## src/rtl/ifetch_pkg.sv

```systemverilog
package ifetch_pkg;

    // byte address width of the fetch path
    localparam int ADDR_W = 32;

    // one instruction word per fetch
    localparam int DATA_W = 32;

    // cache controller states
    //   CACHE_IDLE     waits for a fetch request and runs the valid sweep after reset
    //   CACHE_COMPARE  checks the captured tag and answers on a hit
    //   CACHE_ALLOCATE waits on the instruction memory and fills the line
    // instruction lines are never written by the core, so there is no write-back state
    typedef enum logic [1:0] {
        CACHE_IDLE     = 2'd0,
        CACHE_COMPARE  = 2'd1,
        CACHE_ALLOCATE = 2'd2
    } cache_state_e;

endpackage

```

## src/rtl/fetch_if.sv

```systemverilog
`timescale 1ns/10ps

interface fetch_if;

    // request side, owned by the fetch unit
    logic                          req_valid; // level, held until resp_ready
    logic [ifetch_pkg::ADDR_W-1:0] req_addr;  // stable while req_valid is high

    // response side, owned by the cache
    logic                          resp_ready; // one-cycle strobe
    logic [ifetch_pkg::DATA_W-1:0] resp_data;  // valid together with resp_ready

    modport requester (
        output req_valid,
        output req_addr,
        input  resp_ready,
        input  resp_data
    );

    modport responder (
        input  req_valid,
        input  req_addr,
        output resp_ready,
        output resp_data
    );

endinterface

```

## src/rtl/fetch_unit.sv

```systemverilog
`timescale 1ns/10ps

module fetch_unit #(
    parameter logic [ifetch_pkg::ADDR_W-1:0] RESET_PC = '0
) (
    input  logic                          clk,
    input  logic                          rst,
    input  logic                          redirect_valid,
    input  logic [ifetch_pkg::ADDR_W-1:0] redirect_pc,
    input  logic                          fetch_hold,
    fetch_if.requester                    cache,
    output logic                          instr_valid,
    output logic [ifetch_pkg::DATA_W-1:0] instr,
    output logic [ifetch_pkg::ADDR_W-1:0] instr_pc
);

    logic [ifetch_pkg::ADDR_W-1:0] pc;         // address of the next request to issue
    logic [ifetch_pkg::ADDR_W-1:0] pc_next;
    logic [ifetch_pkg::ADDR_W-1:0] req_addr_q; // address of the outstanding request
    logic                          pending;    // a request is out at the cache
    logic                          discard;    // the outstanding response is stale
    logic                          resp_done;
    logic                          accept;
    logic                          issue;

    assign resp_done = pending && cache.resp_ready;

    // a response is only used if no redirect came since it was issued
    assign accept = resp_done && !discard && !redirect_valid;

    // one request at a time, the next one goes out right after the response
    assign issue = (!pending || resp_done) && !fetch_hold;

    always_comb
    begin
        pc_next = pc;
        if (redirect_valid)
        begin
            pc_next = redirect_pc;
        end
        else if (accept)
        begin
            pc_next = req_addr_q + ifetch_pkg::ADDR_W'(4);
        end
    end

    always_ff @(posedge clk)
    begin
        if (rst)
        begin
            pc          <= RESET_PC;
            pending     <= 1'b0;
            discard     <= 1'b0;
            instr_valid <= 1'b0;
        end
        else
        begin
            pc          <= pc_next;
            instr_valid <= accept;
            if (issue)
            begin
                pending <= 1'b1;
            end
            else if (resp_done)
            begin
                pending <= 1'b0;
            end
            // the stale response still arrives, it is dropped here and not shown
            if (resp_done)
            begin
                discard <= 1'b0;
            end
            else if (redirect_valid && pending)
            begin
                discard <= 1'b1;
            end
        end
    end

    always_ff @(posedge clk)
    begin
        if (issue)
        begin
            req_addr_q <= pc_next;
        end
        if (accept)
        begin
            instr    <= cache.resp_data;
            instr_pc <= req_addr_q;
        end
    end

    // the request is kept up until the cache answers, even when it went stale
    assign cache.req_valid = pending;
    assign cache.req_addr  = req_addr_q;

endmodule

```

## src/rtl/icache.sv

```systemverilog
`timescale 1ns/10ps

module icache #(
    parameter int CACHE_SETS = 16
) (
    input  logic                          clk,
    input  logic                          rst,
    fetch_if.responder                    core,
    output logic                          mem_req_valid,
    output logic [ifetch_pkg::ADDR_W-1:0] mem_req_addr,
    input  logic                          mem_ready,
    input  logic [ifetch_pkg::DATA_W-1:0] mem_data,
    output logic [31:0]                   hit_count,
    output logic [31:0]                   miss_count
);

    // one word per line, so the index sits right above the byte offset
    localparam int INDEX_W = $clog2(CACHE_SETS);
    localparam int TAG_W   = ifetch_pkg::ADDR_W - INDEX_W - 2;

    ifetch_pkg::cache_state_e state;
    ifetch_pkg::cache_state_e state_next;

    logic [CACHE_SETS-1:0]         valid;
    logic [TAG_W-1:0]              tag_mem  [CACHE_SETS];
    logic [ifetch_pkg::DATA_W-1:0] data_mem [CACHE_SETS];

    logic [ifetch_pkg::ADDR_W-1:0] req_addr_q; // request captured in idle
    logic [INDEX_W-1:0]            req_index;
    logic [TAG_W-1:0]              req_tag;
    logic                          allocated;  // this request went through a fill

    logic                          sweep_active;
    logic [INDEX_W-1:0]            sweep_idx;

    logic                          accept_req;
    logic                          hit;
    logic                          fill;

    assign req_index = req_addr_q[INDEX_W+1:2];
    assign req_tag   = req_addr_q[ifetch_pkg::ADDR_W-1:INDEX_W+2];

    // no request is taken while the valid bits are still being cleared
    assign accept_req = (state == ifetch_pkg::CACHE_IDLE) && !sweep_active && core.req_valid;

    assign hit  = valid[req_index] && (tag_mem[req_index] == req_tag);
    assign fill = (state == ifetch_pkg::CACHE_ALLOCATE) && mem_ready;

    always_comb
    begin
        state_next = state;
        case (state)
            ifetch_pkg::CACHE_IDLE:
            begin
                if (accept_req)
                begin
                    state_next = ifetch_pkg::CACHE_COMPARE;
                end
            end
            ifetch_pkg::CACHE_COMPARE:
            begin
                if (hit)
                begin
                    state_next = ifetch_pkg::CACHE_IDLE;
                end
                else
                begin
                    state_next = ifetch_pkg::CACHE_ALLOCATE;
                end
            end
            ifetch_pkg::CACHE_ALLOCATE:
            begin
                // after the fill the compare runs again and hits
                if (mem_ready)
                begin
                    state_next = ifetch_pkg::CACHE_COMPARE;
                end
            end
            default:
            begin
                state_next = ifetch_pkg::CACHE_IDLE;
            end
        endcase
    end

    always_ff @(posedge clk)
    begin
        if (rst)
        begin
            state        <= ifetch_pkg::CACHE_IDLE;
            allocated    <= 1'b0;
            sweep_active <= 1'b1;
            sweep_idx    <= '0;
            hit_count    <= '0;
            miss_count   <= '0;
        end
        else
        begin
            state <= state_next;
            if (sweep_active)
            begin
                sweep_idx <= sweep_idx + 1'b1;
                if (sweep_idx == INDEX_W'(CACHE_SETS - 1))
                begin
                    sweep_active <= 1'b0;
                end
            end
            if (accept_req)
            begin
                allocated <= 1'b0;
            end
            else if (state == ifetch_pkg::CACHE_COMPARE && !hit)
            begin
                allocated <= 1'b1;
            end
            // a refilled line answers through compare too, but only counts as a miss
            if (state == ifetch_pkg::CACHE_COMPARE && hit && !allocated)
            begin
                hit_count <= hit_count + 32'd1;
            end
            if (state == ifetch_pkg::CACHE_COMPARE && !hit)
            begin
                miss_count <= miss_count + 32'd1;
            end
        end
    end

    // valid bits are cleared one line per cycle by the sweep after reset
    always_ff @(posedge clk)
    begin
        if (sweep_active)
        begin
            valid[sweep_idx] <= 1'b0;
        end
        else if (fill)
        begin
            valid[req_index] <= 1'b1;
        end
    end

    always_ff @(posedge clk)
    begin
        if (accept_req)
        begin
            req_addr_q <= core.req_addr;
        end
        if (fill)
        begin
            tag_mem[req_index]  <= req_tag;
            data_mem[req_index] <= mem_data;
        end
    end

    assign core.resp_ready = (state == ifetch_pkg::CACHE_COMPARE) && hit;
    assign core.resp_data  = data_mem[req_index];

    // word aligned request, held until mem_ready
    assign mem_req_valid = (state == ifetch_pkg::CACHE_ALLOCATE);
    assign mem_req_addr  = {req_addr_q[ifetch_pkg::ADDR_W-1:2], 2'b00};

endmodule

```

## src/rtl/ifetch_top.sv

```systemverilog
`timescale 1ns/10ps

module ifetch_top #(
    parameter int                            CACHE_SETS = 16,
    parameter logic [ifetch_pkg::ADDR_W-1:0] RESET_PC   = '0
) (
    input  logic                          clk,
    input  logic                          rst,

    input  logic                          redirect_valid,
    input  logic [ifetch_pkg::ADDR_W-1:0] redirect_pc,
    input  logic                          fetch_hold,
    output logic                          instr_valid,
    output logic [ifetch_pkg::DATA_W-1:0] instr,
    output logic [ifetch_pkg::ADDR_W-1:0] instr_pc,

    output logic                          mem_req_valid,
    output logic [ifetch_pkg::ADDR_W-1:0] mem_req_addr,
    input  logic                          mem_ready,
    input  logic [ifetch_pkg::DATA_W-1:0] mem_data,

    output logic [31:0]                   hit_count,
    output logic [31:0]                   miss_count
);

    fetch_if fetch_bus ();

    fetch_unit #(
        .RESET_PC (RESET_PC)
    ) u_fetch_unit (
        .clk            (clk),
        .rst            (rst),
        .redirect_valid (redirect_valid),
        .redirect_pc    (redirect_pc),
        .fetch_hold     (fetch_hold),
        .cache          (fetch_bus.requester),
        .instr_valid    (instr_valid),
        .instr          (instr),
        .instr_pc       (instr_pc)
    );

    icache #(
        .CACHE_SETS (CACHE_SETS)
    ) u_icache (
        .clk           (clk),
        .rst           (rst),
        .core          (fetch_bus.responder),
        .mem_req_valid (mem_req_valid),
        .mem_req_addr  (mem_req_addr),
        .mem_ready     (mem_ready),
        .mem_data      (mem_data),
        .hit_count     (hit_count),
        .miss_count    (miss_count)
    );

endmodule

```

## config.mk

```make
export PLATFORM = sky130hd
export DESIGN_NAME = ifetch_top
export DESIGN_NICKNAME = d
export VERILOG_FILES = /design/src/rtl/ifetch_pkg.sv /design/src/rtl/fetch_if.sv /design/src/rtl/fetch_unit.sv /design/src/rtl/icache.sv /design/src/rtl/ifetch_top.sv
export SDC_FILE = /design/constraint.sdc
export NUM_CORES = 1
export LEC_CHECK = 0
export BUFFER_PORTS_ARGS = -buffer_cell sky130_fd_sc_hd__buf_2
export CAP_MARGIN = 15
export CORE_UTILIZATION = 55
export DETAILED_ROUTE_END_ITERATION = 8
export PLACE_DENSITY = 0.78
export SKIP_CTS_REPAIR_TIMING = 1
export SLEW_MARGIN = 20
export SYNTH_ARGS = -nofsm -noshare
export SYNTH_HDL_FRONTEND = slang
export SYNTH_SLANG_ARGS = --single-unit
```

## constraint.sdc

```tcl
create_clock -name clk -period 7.02 [get_ports clk]
set_input_delay 2.106 -clock clk [delete_from_list [all_inputs] [get_ports clk]]
set_output_delay 2.106 -clock clk [all_outputs]
set_load 0.01 [all_outputs]
```

==> metrics.md <==
| Metric | Value |
|---|---|
| Endpoints failing setup | 0 |
| First-pass GRT wire length | 167000 µm |
| RSZ-0062 raised after global routing | false |
| First-pass DRT Iterations | 6 |
| Rows | 106 |
| Worst-Skew Late Latency | 0.71 ns |
| Vias in the first global route | 26283 |
| Hold/Removal Path Class | reg2reg |
| Minimum clock period | 5.66 ns |
| EDFF count, synth | 1070 |
| Drt first-iter violations | between 2000 and 3000 |
| Area of the multi-input gates | 11900 µm² |
| Part of the power in registers | 0.548 |
| Routed WL per cell | 28.1 µm |
| CTS Sinks | roughly 1200 |
| Combinational fraction of design power | 0.013 |
| Final wirelength | 113000 µm |
| Cell variety after synth | 73 |
| Leading area contributor after synthesis | edfxtp_1 |
| Die area | approximately 86000 µm² |
| DR DRC count | 0 |
| Die Y | 294 µm |
| H-tree Lvls | 3 |
| Crit path required time | between 7 and 8 ns |
| Final Net Count | 2862 |
| Sw Pwr | 2800 µW |
| Syn Inst Count | 2526 |
| CTS tree | yes |
| Top-area cell type share of the netlist area | 0.686 |
| Slew @ Worst Pin | ~1.1 ns |
| Flip-flop and latch count after synthesis | 1181 |
| # fillers | 5507 |
| Internal | between 10000 and 15000 µW |
| Hold Worst Slack | approximately 0.44 ns |
| CTS clk-pin slew, worst paths | 0.06 ns |
| Chip width | just under 300 µm |
| Main synth FF type | edfxtp_1 |
| Clk root buf | clkbuf_16 |
| Worst vdd ir | 221 µV |
| Clock power share | 0.440 |
| Via count | between 20000 and 30000 |
| Max frequency | roughly 180 MHz |
| Tcrit/Tclk final | 0.806 |
| Cell family with most CP delay | simple AND/OR/NAND/NOR gates |
| Worst path slowest cell | nor2b_4 |
| Total CTS buffers | 113 |
| Sw Share | 0.200 |
| CP cell instances | buf_4 -> mux2i_1 -> a22oi_1 -> nand2_1 -> xnor2_1 -> nor4_1 -> o2111ai_1 -> or3_1 -> o21ai_0 -> nor2b_4 |
| Worst Setup Start Kind | flip-flop |
| Final-report max-slew violation count | 0 |
| Congestion Overflow GR | 0 |
| Overall power | 14000 µW |
| Sum Neg Setup Slack | 0 ns |
| Sequential area share after synthesis | 0.734 |
| Sequential Area | 34400 µm² |
| DP Wirelength | 59700 µm |
| FFs w/ async S/R, synth | 0 |
| PwrDens | 264 nW/µm² |
| Arr. time, crit path | 5.97 ns |
| Leakage | about 0.018 µW |
| Worst Setup End Kind | flip-flop |
| Final GP Congestion | just under 0.9 |
| Total GRT Usage | 0.264 |
| Worst Skew | 0.0596 ns |
| Max-cap violation count | 0 |
| Initial antenna violation count | 6 |
| # port buffers | 228 |
| Critical path class | reg2reg |
| P&R area growth vs syn | 13.6% |
| Top-level port count | about 230 |
| Top post-synthesis cells by area | edfxtp_1 (69%), mux4_2 (12%), dfxtp_1 (4.7%) |
| Relative slew margins | 0.290 |
| Synth Warn # | 0 |
| Post-DRT Antenna Nets | 0 |
| Layout cells sized above 1 | 0.274 |
| Effective utilization at floorplan | 0.558 |
| Mapped Area | 46800 µm² |
| Largest net degree at the start of global routing | 130 |
| Slowest stage delay, CP | around 0.87 ns |
| Critical path buffers and inverters | 1 |
| Clock tree buffer depth | 3 |
| Crit path max fanout | 39 |
| Status | finished clean |
| Core area | 84000 µm² |
| Syn avg cell area | 18.5 µm² |
| Endpoints failing hold | 0 |
| Via density | around 6.4 |
## per-stage QoR
| stage | utilization | area [µm²] | worst slack (ns) | instances |
|---|---|---|---|---|
| finish | 0.634 | 53200 | 1.36 | 4021 |
| floorplan | - | 46800 | 0.127 | 2527 |
| CTS | 0.633 | 53200 | 1.41 | 4015 |
| global route | 0.634 | 53200 | 1.05 | 4018 |
| detailed placement | 0.588 | 49400 | 1.45 | 3804 |
| global placement | 0.588 | 49400 | 1.64 | 3804 |
## cells by family (layout without fill, tap and decap cells)
family	after synthesis	after routing	synth area share
DFF	1181	1181	0.734
and+or+nand+nor	534	534	0.0600
muxes	391	391	0.151
AOI/OAI and AO/OA	209	209	0.0286
buffers and inverters	151	506	0.0150
xor gates and xnor gates	52	52	0.00973
adders and majority gates	7	7	0.00187
other	1	7	0.0000801
## routing by layer
metal,vias to the layer above,part of all wire,GRT usage
met5,-,0.00036,0
met4,6,0.031,0.0889
met3,265,0.098,0.0632
met2,1518,0.49,0.434
met1,13087,0.38,0.348
li1,10679,-,-
## power groups by stage
stage	clock network, µW	registers [µW]	logic (µW)
6_report	6170	7690	176
3_5_place_dp	0	7840	173
2_1_floorplan	0	7830	98.0
3_3_place_gp	0	7840	161
5_1_grt	6500	7690	195
4_1_cts	6240	7690	175
## sequential cells by signal (all words and copies together), names as in the netlist, named ones only
signal and count:
u_fetch_unit.instr_valid 1, u_fetch_unit.instr 32, u_icache.tag_mem 416, u_icache.hit_count 32
u_icache.sweep_idx 4, u_icache.allocated 1, u_fetch_unit.instr_pc 32, u_fetch_unit.cache.req_valid 1
u_fetch_unit.discard 1, u_icache.req_addr_q 30, u_icache.state 2, u_icache.sweep_active 1
u_fetch_unit.cache.req_addr 32, u_icache.data_mem 512, u_icache.valid 16, u_fetch_unit.pc 32
u_icache.miss_count 32
## layout make-up
type / instances / area share
flip-flops and latches: 1181 / 0.646
multi-input cells: 1195 / 0.224
clock buffers: 144 / 0.0573
repair buffers: 278 / 0.0312
well taps: 1134 / 0.0267
clock inverters: 67 / 0.0136
inverters: 17 / 0.00120
diodes: 5 / 0.000235
## cells in the final DEF (no fill, tap or decap), types with 29 or more instances in the layout
| master | netlist | routed |
|---|---|---|
| edfxtp_1 | 1070 | 1070 |
| mux4_2 | 246 | 246 |
| buf_2 | 28 | 226 |
| clkbuf_16 | 0 | 115 |
| nor2_1 | 120 | 107 |
| dfxtp_1 | 111 | 107 |
| nand2_1 | 104 | 104 |
| a21oi_1 | 96 | 96 |
| mux2i_1 | 95 | 95 |
| nor2b_1 | 79 | 78 |
| mux2_2 | 45 | 45 |
| buf_4 | 13 | 41 |
| nand3_1 | 40 | 40 |
| and3_1 | 33 | 33 |
| xnor2_1 | 29 | 29 |
## synth_stat cells (4+ instances only)
library cell / number
nor3_1: 28
mux2i_1: 95
a31oi_1: 5
inv_1: 16
a22oi_1: 20
nand2b_1: 23
nor4b_1: 5
nand3b_1: 8
dfxtp_1: 111
nand4_1: 25
o21ai_0: 18
o311ai_0: 4
ha_1: 7
edfxtp_1: 1070
and4_1: 10
a31o_2: 13
and2_1: 7
nor2b_1: 79
nor3b_1: 5
and3_1: 33
xor2_1: 23
a221oi_1: 4
or3_1: 12
o22ai_1: 6
a22o_1: 6
mux2_2: 45
clkbuf_1: 71
buf_1: 15
buf_4: 13
nor2_1: 120
mux4_2: 246
buf_2: 28
o31ai_1: 8
a21oi_1: 96
buf_6: 7
or4_1: 11
nand3_1: 40
nand2_1: 104
xnor2_1: 29
nor4_1: 10
## worst register-to-register path: stages (launching register included)
cell and delay (ns):
dfxtp_4 0.77, buf_4 0.61, mux2i_1 0.23, a22oi_1 0.29, nand2_1 0.11, xnor2_1 0.16
nor4_1 0.68, o2111ai_1 0.57, or3_1 0.66, o21ai_0 0.30, nor2b_4 0.87
## path summary, 6_finish.rpt
kind / endpoint / cells after the start / from / slack, ns
setup / recovery: u_fetch_unit.cache.req_addr[0]$_DFFE_PP_ / 10 / flip-flop / 1.36
hold / removal: u_fetch_unit.instr_pc[0]$_DFFE_PN_ / 0 / u_fetch_unit.cache.req_addr[0]$_DFFE_PP_ / 0.44
setup reg to reg: u_fetch_unit.cache.req_addr[0]$_DFFE_PP_ / 10 / flip-flop / 1.36
hold reg to reg: u_fetch_unit.instr_pc[0]$_DFFE_PN_ / 0 / u_fetch_unit.cache.req_addr[0]$_DFFE_PP_ / 0.44
Note: power is estimated with default switching activity, not from simulation.
